===== src/player_defines.svh =====
`ifndef PLAYER_DEFINES_SVH
`define PLAYER_DEFINES_SVH

// sprite size in pixels
`define SPRITE_W 8
`define SPRITE_H 12

// fixed arena bounds, screen coordinates
`define ARENA_X_MIN 0
`define ARENA_X_MAX 640
`define ARENA_Y_MIN 0
`define ARENA_Y_MAX 480

// start point, sprite standing on the floor
`define START_X 32
`define START_Y 467

// per-tick speeds
`define WALK_SPEED 2
`define JUMP_V0 (-7)
`define GRAVITY_STEP 1
// gravity counter wraps after this value
`define GRAVITY_DIV 5

// exit square centre and half-size
`define EXIT_X 96
`define EXIT_Y 472
`define EXIT_RADIUS 16

// hitbox insets from the sprite edges
`define INSET_TOP 2
`define INSET_BOTTOM 1
`define INSET_SIDE 1

// sprite rom geometry
`define ROM_DEPTH 96
`define ROM_AW 7
`define PIX_W 8

`endif

===== src/sprite_idle.hex =====
// 8 bytes per line, one line per sprite row, byte = row*16 + column
00 01 02 03 04 05 06 07
10 11 12 13 14 15 16 17
20 21 22 23 24 25 26 27
30 31 32 33 34 35 36 37
40 41 42 43 44 45 46 47
50 51 52 53 54 55 56 57
60 61 62 63 64 65 66 67
70 71 72 73 74 75 76 77
80 81 82 83 84 85 86 87
90 91 92 93 94 95 96 97
a0 a1 a2 a3 a4 a5 a6 a7
b0 b1 b2 b3 b4 b5 b6 b7


===== src/sprite_run.hex =====
// 8 bytes per line, one line per sprite row, byte = 0x80 + row*16 + column (8 bits)
80 81 82 83 84 85 86 87
90 91 92 93 94 95 96 97
a0 a1 a2 a3 a4 a5 a6 a7
b0 b1 b2 b3 b4 b5 b6 b7
c0 c1 c2 c3 c4 c5 c6 c7
d0 d1 d2 d3 d4 d5 d6 d7
e0 e1 e2 e3 e4 e5 e6 e7
f0 f1 f2 f3 f4 f5 f6 f7
00 01 02 03 04 05 06 07
10 11 12 13 14 15 16 17
20 21 22 23 24 25 26 27
30 31 32 33 34 35 36 37


===== src/player_pkg.sv =====
package player_pkg;

    // signed screen coordinate or velocity
    typedef logic signed [15:0] pos_t;

    // animation type, also the sprite bank select
    typedef enum logic {
        IDLE = 1'b0,
        RUN  = 1'b1
    } anim_t;

    // decoded per-cycle command
    typedef struct packed {
        // one-cycle frame tick
        logic tick;
        // key levels, already masked while dead
        logic jump;
        logic left;
        logic right;
    } player_cmd_t;

    // registered visible state
    typedef struct packed {
        pos_t  x;
        pos_t  y;
        logic  facing_left;
        anim_t anim;
    } motion_state_t;

    // inset collision box
    typedef struct packed {
        pos_t top;
        pos_t bottom;
        pos_t left;
        pos_t right;
    } hitbox_t;

endpackage


===== src/player_top.sv =====
`timescale 1ns/1ps
`include "player_defines.svh"

module player_top (
    input  logic                Clk,
    input  logic                reset,
    input  logic                frame_clk,
    input  logic                revive,
    input  logic                dead,
    input  logic                key_jump,
    input  logic                key_left,
    input  logic                key_right,
    input  logic [9:0]          draw_x,
    input  logic [9:0]          draw_y,
    output player_pkg::hitbox_t hitbox,
    output logic                win,
    output logic                in_sprite,
    output logic [`PIX_W-1:0]   pixel
);

    // decode to motion
    player_pkg::player_cmd_t   cmd;
    // motion to status and render
    player_pkg::motion_state_t state;
    // render to rom and back
    logic [`ROM_AW-1:0]        rom_addr;
    player_pkg::anim_t         bank;
    logic [`PIX_W-1:0]         rom_data;

    player_input_decode player_input_decode_inst (
        .Clk       (Clk),
        .reset     (reset),
        .frame_clk (frame_clk),
        .dead      (dead),
        .key_jump  (key_jump),
        .key_left  (key_left),
        .key_right (key_right),
        .cmd       (cmd)
    );

    player_motion player_motion_inst (
        .Clk    (Clk),
        .reset  (reset),
        .revive (revive),
        .dead   (dead),
        .cmd    (cmd),
        .state  (state)
    );

    player_status player_status_inst (
        .state  (state),
        .hitbox (hitbox),
        .win    (win)
    );

    player_sprite_render player_sprite_render_inst (
        .Clk       (Clk),
        .reset     (reset),
        .state     (state),
        .draw_x    (draw_x),
        .draw_y    (draw_y),
        .rom_data  (rom_data),
        .rom_addr  (rom_addr),
        .bank      (bank),
        .in_sprite (in_sprite),
        .pixel     (pixel)
    );

    // enum bit is the bank select
    sprite_rom sprite_rom_inst (
        .Clk      (Clk),
        .rom_addr (rom_addr),
        .bank     (bank == player_pkg::RUN),
        .rom_data (rom_data)
    );

endmodule


===== src/sprite_rom.sv =====
`timescale 1ns/1ps
`include "player_defines.svh"

module sprite_rom (
    input  logic                Clk,
    input  logic [`ROM_AW-1:0]  rom_addr,
    // 1 selects the run bank, 0 the idle bank
    input  logic                bank,
    output logic [`PIX_W-1:0]   rom_data
);

    // one array per animation type
    logic [`PIX_W-1:0] mem_idle [0:`ROM_DEPTH-1];
    logic [`PIX_W-1:0] mem_run  [0:`ROM_DEPTH-1];

    initial begin
        $readmemh("/design/src/sprite_idle.hex", mem_idle);
        $readmemh("/design/src/sprite_run.hex", mem_run);
    end

    // registered read, one cycle latency
    always_ff @(posedge Clk) begin
        if (bank) begin
            rom_data <= mem_run[rom_addr];
        end else begin
            rom_data <= mem_idle[rom_addr];
        end
    end

endmodule


===== src/player_sprite_render.sv =====
`timescale 1ns/1ps
`include "player_defines.svh"

module player_sprite_render (
    input  logic                      Clk,
    input  logic                      reset,
    input  player_pkg::motion_state_t state,
    input  logic [9:0]                draw_x,
    input  logic [9:0]                draw_y,
    input  logic [`PIX_W-1:0]         rom_data,
    output logic [`ROM_AW-1:0]        rom_addr,
    output player_pkg::anim_t         bank,
    output logic                      in_sprite,
    output logic [`PIX_W-1:0]         pixel
);

    localparam player_pkg::pos_t W = player_pkg::pos_t'(`SPRITE_W);
    localparam player_pkg::pos_t H = player_pkg::pos_t'(`SPRITE_H);
    localparam logic [`ROM_AW-1:0] ROW_STRIDE = `SPRITE_W;
    localparam logic [`ROM_AW-1:0] COL_LAST = `SPRITE_W - 1;

    // draw point relative to the sprite corner
    player_pkg::pos_t  off_x, off_y;
    logic              hit;
    logic [`ROM_AW-1:0] col, row;
    // hit flag lined up with the rom read
    logic              hit_q;

    always_comb begin
        off_x = player_pkg::pos_t'({6'd0, draw_x}) - state.x;
        off_y = player_pkg::pos_t'({6'd0, draw_y}) - state.y;
        hit   = (off_x >= 0) && (off_x < W) && (off_y >= 0) && (off_y < H);
        col   = off_x[`ROM_AW-1:0];
        row   = off_y[`ROM_AW-1:0];
        // mirror the column while facing left
        if (state.facing_left) begin
            col = COL_LAST - col;
        end
        // address 0 outside the box
        rom_addr = hit ? (row * ROW_STRIDE + col) : '0;
    end

    assign bank = state.anim;

    always_ff @(posedge Clk) begin
        if (reset) begin
            hit_q <= 1'b0;
        end else begin
            hit_q <= hit;
        end
    end

    assign in_sprite = hit_q;
    // transparent outside the sprite
    assign pixel = hit_q ? rom_data : '0;

endmodule


===== src/player_status.sv =====
`timescale 1ns/1ps
`include "player_defines.svh"

module player_status (
    input  player_pkg::motion_state_t state,
    output player_pkg::hitbox_t       hitbox,
    output logic                      win
);

    localparam player_pkg::pos_t TOP_OFS = player_pkg::pos_t'(`INSET_TOP);
    localparam player_pkg::pos_t BOT_OFS = player_pkg::pos_t'(`SPRITE_H - `INSET_BOTTOM);
    localparam player_pkg::pos_t LEFT_OFS = player_pkg::pos_t'(`INSET_SIDE);
    localparam player_pkg::pos_t RIGHT_OFS = player_pkg::pos_t'(`SPRITE_W - `INSET_SIDE);

    // exit square edges
    localparam player_pkg::pos_t EXIT_L = player_pkg::pos_t'(`EXIT_X - `EXIT_RADIUS);
    localparam player_pkg::pos_t EXIT_R = player_pkg::pos_t'(`EXIT_X + `EXIT_RADIUS);
    localparam player_pkg::pos_t EXIT_T = player_pkg::pos_t'(`EXIT_Y - `EXIT_RADIUS);
    localparam player_pkg::pos_t EXIT_B = player_pkg::pos_t'(`EXIT_Y + `EXIT_RADIUS);

    // sprite box pulled in by the insets
    always_comb begin
        hitbox.top    = state.y + TOP_OFS;
        hitbox.bottom = state.y + BOT_OFS;
        hitbox.left   = state.x + LEFT_OFS;
        hitbox.right  = state.x + RIGHT_OFS;
    end

    // strict overlap on all four sides
    assign win = (hitbox.right > EXIT_L) && (hitbox.left < EXIT_R) &&
                 (hitbox.bottom > EXIT_T) && (hitbox.top < EXIT_B);

endmodule


===== src/player_motion.sv =====
`timescale 1ns/1ps
`include "player_defines.svh"

module player_motion (
    input  logic                      Clk,
    input  logic                      reset,
    input  logic                      revive,
    input  logic                      dead,
    input  player_pkg::player_cmd_t   cmd,
    output player_pkg::motion_state_t state
);

    // x clamp keeps the hitbox inside the arena
    localparam player_pkg::pos_t X_LO = player_pkg::pos_t'(`ARENA_X_MIN - `INSET_SIDE);
    localparam player_pkg::pos_t X_HI =
        player_pkg::pos_t'(`ARENA_X_MAX - `SPRITE_W - 1 + `INSET_SIDE);
    localparam player_pkg::pos_t Y_TOP = player_pkg::pos_t'(`ARENA_Y_MIN);
    localparam player_pkg::pos_t Y_MAX = player_pkg::pos_t'(`ARENA_Y_MAX);
    // resting y on the floor
    localparam player_pkg::pos_t Y_FLOOR = player_pkg::pos_t'(`ARENA_Y_MAX - `SPRITE_H - 1);
    localparam player_pkg::pos_t H = player_pkg::pos_t'(`SPRITE_H);
    localparam player_pkg::pos_t WALK = player_pkg::pos_t'(`WALK_SPEED);
    localparam player_pkg::pos_t JUMP_V = player_pkg::pos_t'(`JUMP_V0);
    localparam player_pkg::pos_t GRAV = player_pkg::pos_t'(`GRAVITY_STEP);
    localparam player_pkg::pos_t START_X = player_pkg::pos_t'(`START_X);
    localparam player_pkg::pos_t START_Y = player_pkg::pos_t'(`START_Y);
    localparam int GC_W = $clog2(`GRAVITY_DIV + 1);
    localparam logic [GC_W-1:0] GC_WRAP = GC_W'(`GRAVITY_DIV);

    // position and vertical velocity
    player_pkg::pos_t x, y, vy;
    // horizontal velocity comes straight from the keys on each tick
    player_pkg::pos_t x_n, y_n, vx_n, vy_n;
    logic             grounded, grounded_n;
    logic [GC_W-1:0]  grav_cnt, grav_cnt_n;
    logic             facing_left, facing_n;
    player_pkg::anim_t anim, anim_n;

    always_ff @(posedge Clk) begin
        // revive returns the player to the start like reset
        if (reset || revive) begin
            x           <= START_X;
            y           <= START_Y;
            vy          <= '0;
            grounded    <= 1'b1;
            grav_cnt    <= '0;
            facing_left <= 1'b0;
            anim        <= player_pkg::IDLE;
        end else begin
            x           <= x_n;
            y           <= y_n;
            vy          <= vy_n;
            grounded    <= grounded_n;
            grav_cnt    <= grav_cnt_n;
            facing_left <= facing_n;
            anim        <= anim_n;
        end
    end

    always_comb begin
        // hold everything between ticks
        x_n        = x;
        y_n        = y;
        vx_n       = '0;
        vy_n       = vy;
        grounded_n = grounded;
        grav_cnt_n = grav_cnt;
        facing_n   = facing_left;
        anim_n     = anim;

        // frozen while dead
        if (cmd.tick && !dead) begin
            // left wins over right
            if (cmd.left) begin
                vx_n = -WALK;
            end else if (cmd.right) begin
                vx_n = WALK;
            end else begin
                vx_n = '0;
            end

            // gravity only every sixth tick
            grav_cnt_n = grav_cnt + 1'b1;
            if (grav_cnt == GC_WRAP) begin
                grav_cnt_n = '0;
                vy_n       = vy + GRAV;
            end

            // jump overrides the gravity step
            if (cmd.jump && grounded) begin
                vy_n       = JUMP_V;
                grounded_n = 1'b0;
            end

            x_n = x + vx_n;
            y_n = y + vy_n;

            // horizontal arena walls
            if (x_n < X_LO) begin
                x_n = X_LO;
            end else if (x_n > X_HI) begin
                x_n = X_HI;
            end

            // ceiling stops the rise and floor lands the player
            if (y_n < Y_TOP) begin
                y_n  = Y_TOP;
                vy_n = '0;
            end else if (y_n + H >= Y_MAX) begin
                y_n        = Y_FLOOR;
                grounded_n = 1'b1;
                vy_n       = '0;
            end

            anim_n = (vx_n != '0) ? player_pkg::RUN : player_pkg::IDLE;

            // facing follows the last nonzero direction
            if (vx_n < 0) begin
                facing_n = 1'b1;
            end else if (vx_n > 0) begin
                facing_n = 1'b0;
            end
        end
    end

    assign state = '{x: x, y: y, facing_left: facing_left, anim: anim};

endmodule


===== src/player_input_decode.sv =====
`timescale 1ns/1ps

module player_input_decode (
    input  logic                    Clk,
    input  logic                    reset,
    input  logic                    frame_clk,
    input  logic                    dead,
    input  logic                    key_jump,
    input  logic                    key_left,
    input  logic                    key_right,
    output player_pkg::player_cmd_t cmd
);

    // two-stage sampler of the slow frame clock
    logic frame_s1;
    logic frame_s2;
    // registered rising-edge pulse
    logic tick_q;

    always_ff @(posedge Clk) begin
        if (reset) begin
            frame_s1 <= 1'b0;
            frame_s2 <= 1'b0;
            tick_q   <= 1'b0;
        end else begin
            frame_s1 <= frame_clk;
            frame_s2 <= frame_s1;
            // high for one cycle after the first high sample
            tick_q   <= frame_s1 && !frame_s2;
        end
    end

    // keys pass straight through, forced low while dead
    always_comb begin
        cmd.tick  = tick_q;
        cmd.jump  = key_jump && !dead;
        cmd.left  = key_left && !dead;
        cmd.right = key_right && !dead;
    end

endmodule


===== config.mk =====
export PLATFORM = sky130hd
export DESIGN_NAME = player_top
export DESIGN_NICKNAME = d
export VERILOG_FILES = /design/src/player_pkg.sv /design/src/player_top.sv /design/src/sprite_rom.sv /design/src/player_sprite_render.sv /design/src/player_status.sv /design/src/player_motion.sv /design/src/player_input_decode.sv
export VERILOG_INCLUDE_DIRS = /design/src
export SDC_FILE = /design/constraint.sdc
export NUM_CORES = 1
export LEC_CHECK = 0
export ABC_AREA = 1
export BUFFER_PORTS_ARGS = -buffer_cell sky130_fd_sc_hd__buf_2
export CORE_UTILIZATION = 59
export CTS_CLUSTER_DIAMETER = 50
export DETAILED_ROUTE_END_ITERATION = 10
export HOLD_SLACK_MARGIN = 0.08
export PLACE_DENSITY = 0.79
export SLEW_MARGIN = 20
export SYNTH_ARGS = -nofsm -noshare
export SYNTH_HDL_FRONTEND = slang
export SYNTH_SLANG_ARGS = --single-unit

===== constraint.sdc =====
create_clock -name Clk -period 4.51 [get_ports Clk]
set_input_delay 0.902 -clock Clk [delete_from_list [all_inputs] [get_ports Clk]]
set_output_delay 0.902 -clock Clk [all_outputs]
set_load 0.01 [all_outputs]

==> impl_metrics.py <==
metrics = {
    "worst_hold_path": {
        "min_path_cells": 1,
        "holdCritPathClass": "register to register",
        "hold_start": "player_input_decode_inst.frame_s2",
    },
    "power": {
        "power_uw": 1220,
        "power.density_mw_per_mm2": 163,
        "power_leakage_uw": 0.00398,
        "ir_drop_mv": 0.265,
    },
    "grt": {
        "grt_pass1_vias": 6398,
        "grt_pass1_wl_um": 29000,
        "grt_use_total": 0.306,
        "overflow": 0,
        "grt_max_degree": 41,
        "antenna_found_initial": 0,
    },
    "final_layout": {
        "seqCellArea_mm2": 0.00110,
        "layout.nets": 1318,
        "multiInputGateArea_mm2": 0.00490,
        "fill_cells": 1053,
        "layout-drive-gt1-share": 0.103,
        "n_antenna_cell": 0,
        "area_delta_synth_final_pct": 10.2,
    },
    "synth": {
        "synth_ff_type": "dfxtp_1",
        "netlist_top_cells_count": "295 x nand2_1, 168 x inv_1, 136 x nor2_1, 85 x nand3_1, 79 x a21oi_1",
        "synth_top_area_frac": 0.163,
        "synth_warnings": 0,
        "syn-cell-area_mm2": 0.00678,
        "syn_inst": 1143,
        "async_flop_share": 0,
        "yosys.area.top_type": "nand2_1",
        "synth_most_common_cell": "nand2_1",
        "synth_area_leaders": "nand2_1 16%, dfxtp_1 16%, ha_1 11%",
        "synth.distinct_cells": 44,
        "syn-mean-instance-area_um2": 5.93,
        "yosysSeqAreaShare": 0.162,
        "synth-edff-count": 0,
        "ys_seq_elements": 55,
    },
    "clock_network": {
        "cts_buffers": 5,
        "clkTransAtPathRegs_ns": 0.08,
        "cts_root_buf": "clkbuf_16",
        "cts_resized": 0,
        "insertion_delay_ns": 0.31,
        "cts_tree": "yes",
        "cts_max_path_buffers": 2,
        "hold_buffers": 0,
        "htreeDepth": 2,
        "cts_num_sinks": 55,
        "postCtsSetupBuffers": 0,
    },
    "floorplan": {
        "die_area_mm2": 0.0119,
        "die_x_um": 109,
        "start_util": 0.615,
        "coreArea_mm2": 0.0110,
        "num_rows": 38,
        "ios": 102,
        "die_y_um": 109,
    },
    "timing": {
        "grt_setup_unrepaired": "false",
        "period_share": 0.896,
        "fin_setup_tns_ns": 0,
        "max_slew_margin": 0.307,
        "clock.fmax_mhz": 248,
        "finClkSkew_ns": 0.0101,
        "period_minus_slack_ns": 4.04,
        "holdWs_ns": 0.416,
        "setup_violations": 0,
        "drv_slew": 0,
        "worst_pin_slew_ns": 1.03,
        "final_hold_viol_count": 0,
    },
    "drt": {
        "dr.pass1.iters": 5,
        "drcViolationCount": 0,
        "avgViaCountPerCell": 5.42,
        "wl_per_cell_um": 13.5,
        "drt-total-wl_um": 18500,
        "first_iter_violations": 529,
        "num_vias": 7411,
        "drtAntennaViolNets": 0,
    },
    "placement": {
        "gp_congestion": 0.911,
        "dp_hpwl_um": 15000,
        "numPortBuffers": 93,
    },
    "setup_path": {
        "arrival_ns": 3.14,
        "r2r_slack_ns": 0.63,
        "required_ns": 3.61,
        "r2r_start": "player_motion_inst.vy[0]",
        "startpoint": "player_motion_inst.x[2]",
        "critPathKind": "register to primary output",
        "r2r_cells": 23,
        "crit_top_cell": "nor3_1",
        "path_cells": "inv_1, nor3_1, nand2_1, nor3_1, xor2_1, nor3_1, nand3_1, o21ai_0, nand3_1, nor2_1, buf_2",
        "critPathLaunchType": "register",
        "critPathCaptureType": "primary output",
        "slowest_stage": "dfxtp_1",
        "crit_path_max_fanout": 7,
        "max_stage_delay_ns": 0.54,
    },
    "outcome": {
        "outcome": "complete, no violations",
    },
    "flow_run": {
        "maxCapViolCount": 0,
    },
}
placed cells by master (no fill, tap or decap), types with 4 or more instances in the layout:
| master | synthesis | final |
|---|---|---|
| nand2_1 | 295 | 295 |
| inv_1 | 168 | 167 |
| nor2_1 | 136 | 136 |
| buf_2 | 0 | 93 |
| nand3_1 | 85 | 85 |
| a21oi_1 | 79 | 79 |
| ha_1 | 61 | 61 |
| xor2_1 | 57 | 57 |
| dfxtp_1 | 55 | 55 |
| o21ai_0 | 35 | 35 |
| nand4_1 | 32 | 32 |
| nor3_1 | 29 | 29 |
| nand3b_1 | 15 | 15 |
| conb_1 | 1 | 8 |
| nand2_2 | 6 | 6 |
| xnor2_1 | 6 | 6 |
| buf_4 | 10 | 6 |
| a31oi_1 | 5 | 5 |
| o211ai_1 | 5 | 5 |
| o21bai_1 | 5 | 5 |
| clkbuf_16 | 0 | 5 |
| a211oi_1 | 4 | 4 |
metrics by stage:
stage	cells	area (um^2)	util	worst slack, ns
after floorplan	1150	6810	-	0.977
after global placement	1360	7320	0.664	0.628
after detailed placement	1360	7320	0.664	0.504
after CTS	1368	7480	0.678	0.522
after global routing	1368	7480	0.678	0.122
final	1368	7480	0.678	0.470
critical path, delay by kind of cell (launching register included):
family	cells	cell delay, ns
simple gates	7	1.50
buf+inv	2	0.34
xor+xnor	1	0.12
flops	1	0.54
compound gates	1	0.34
layer usage:
metal / wire length, um / global-route usage / part of all wire / up-vias
li1: - / - / - / 3853
met1: 8290 / 0.389 / 0.45 / 3311
met2: 8870 / 0.551 / 0.48 / 223
met3: 1060 / 0.0400 / 0.058 / 24
met4: 235 / 0.0610 / 0.013 / 0
met5: 0 / 0 / 0 / -
kinds of logic (layout without fill, tap and decap cells):
logic type | count (synthesis) | count (layout) | share of synthesized area
simple gates | 615 | 615 | 0.397
buf+inv | 198 | 276 | 0.119
compound gates | 148 | 148 | 0.121
fa+ha+maj | 63 | 63 | 0.118
xor+xnor | 63 | 63 | 0.0814
flops | 55 | 55 | 0.162
other cells | 1 | 8 | 0.000553
report_power, final:
group	total, uW	internal (uW)	switching, uW	leakage [uW]
combinational	302	105	196	0.00346
clock	420	215	204	0.0000778
sequential	496	489	6.46	0.000444
worst paths after layout:
check | endpoint
min | player_input_decode_inst.tick_q
min reg2reg | player_input_decode_inst.tick_q
max | win
max reg2reg | player_motion_inst.vy[8]
flip-flops by register name (all words and copies together) (netlist names):
name and flops:
player_motion_inst.vy 16, player_motion_inst.x 16, player_motion_inst.y 15, player_motion_inst.grav_cnt 3, player_input_decode_inst.frame_s1 1, player_input_decode_inst.frame_s2 1, player_input_decode_inst.tick_q 1, player_motion_inst.grounded 1
player_sprite_render_inst.in_sprite 1
area by class of cell:
type | count | area share
Multi-Input combinational cell | 897 | 0.655
Timing Repair Buffer | 99 | 0.0683
Inverter | 169 | 0.0849
Sequential cell | 55 | 0.147
Clock inverter | 3 | 0.00418
Clock buffer | 5 | 0.0167
Tap cell | 140 | 0.0234
(Power assumes the default switching activity.)
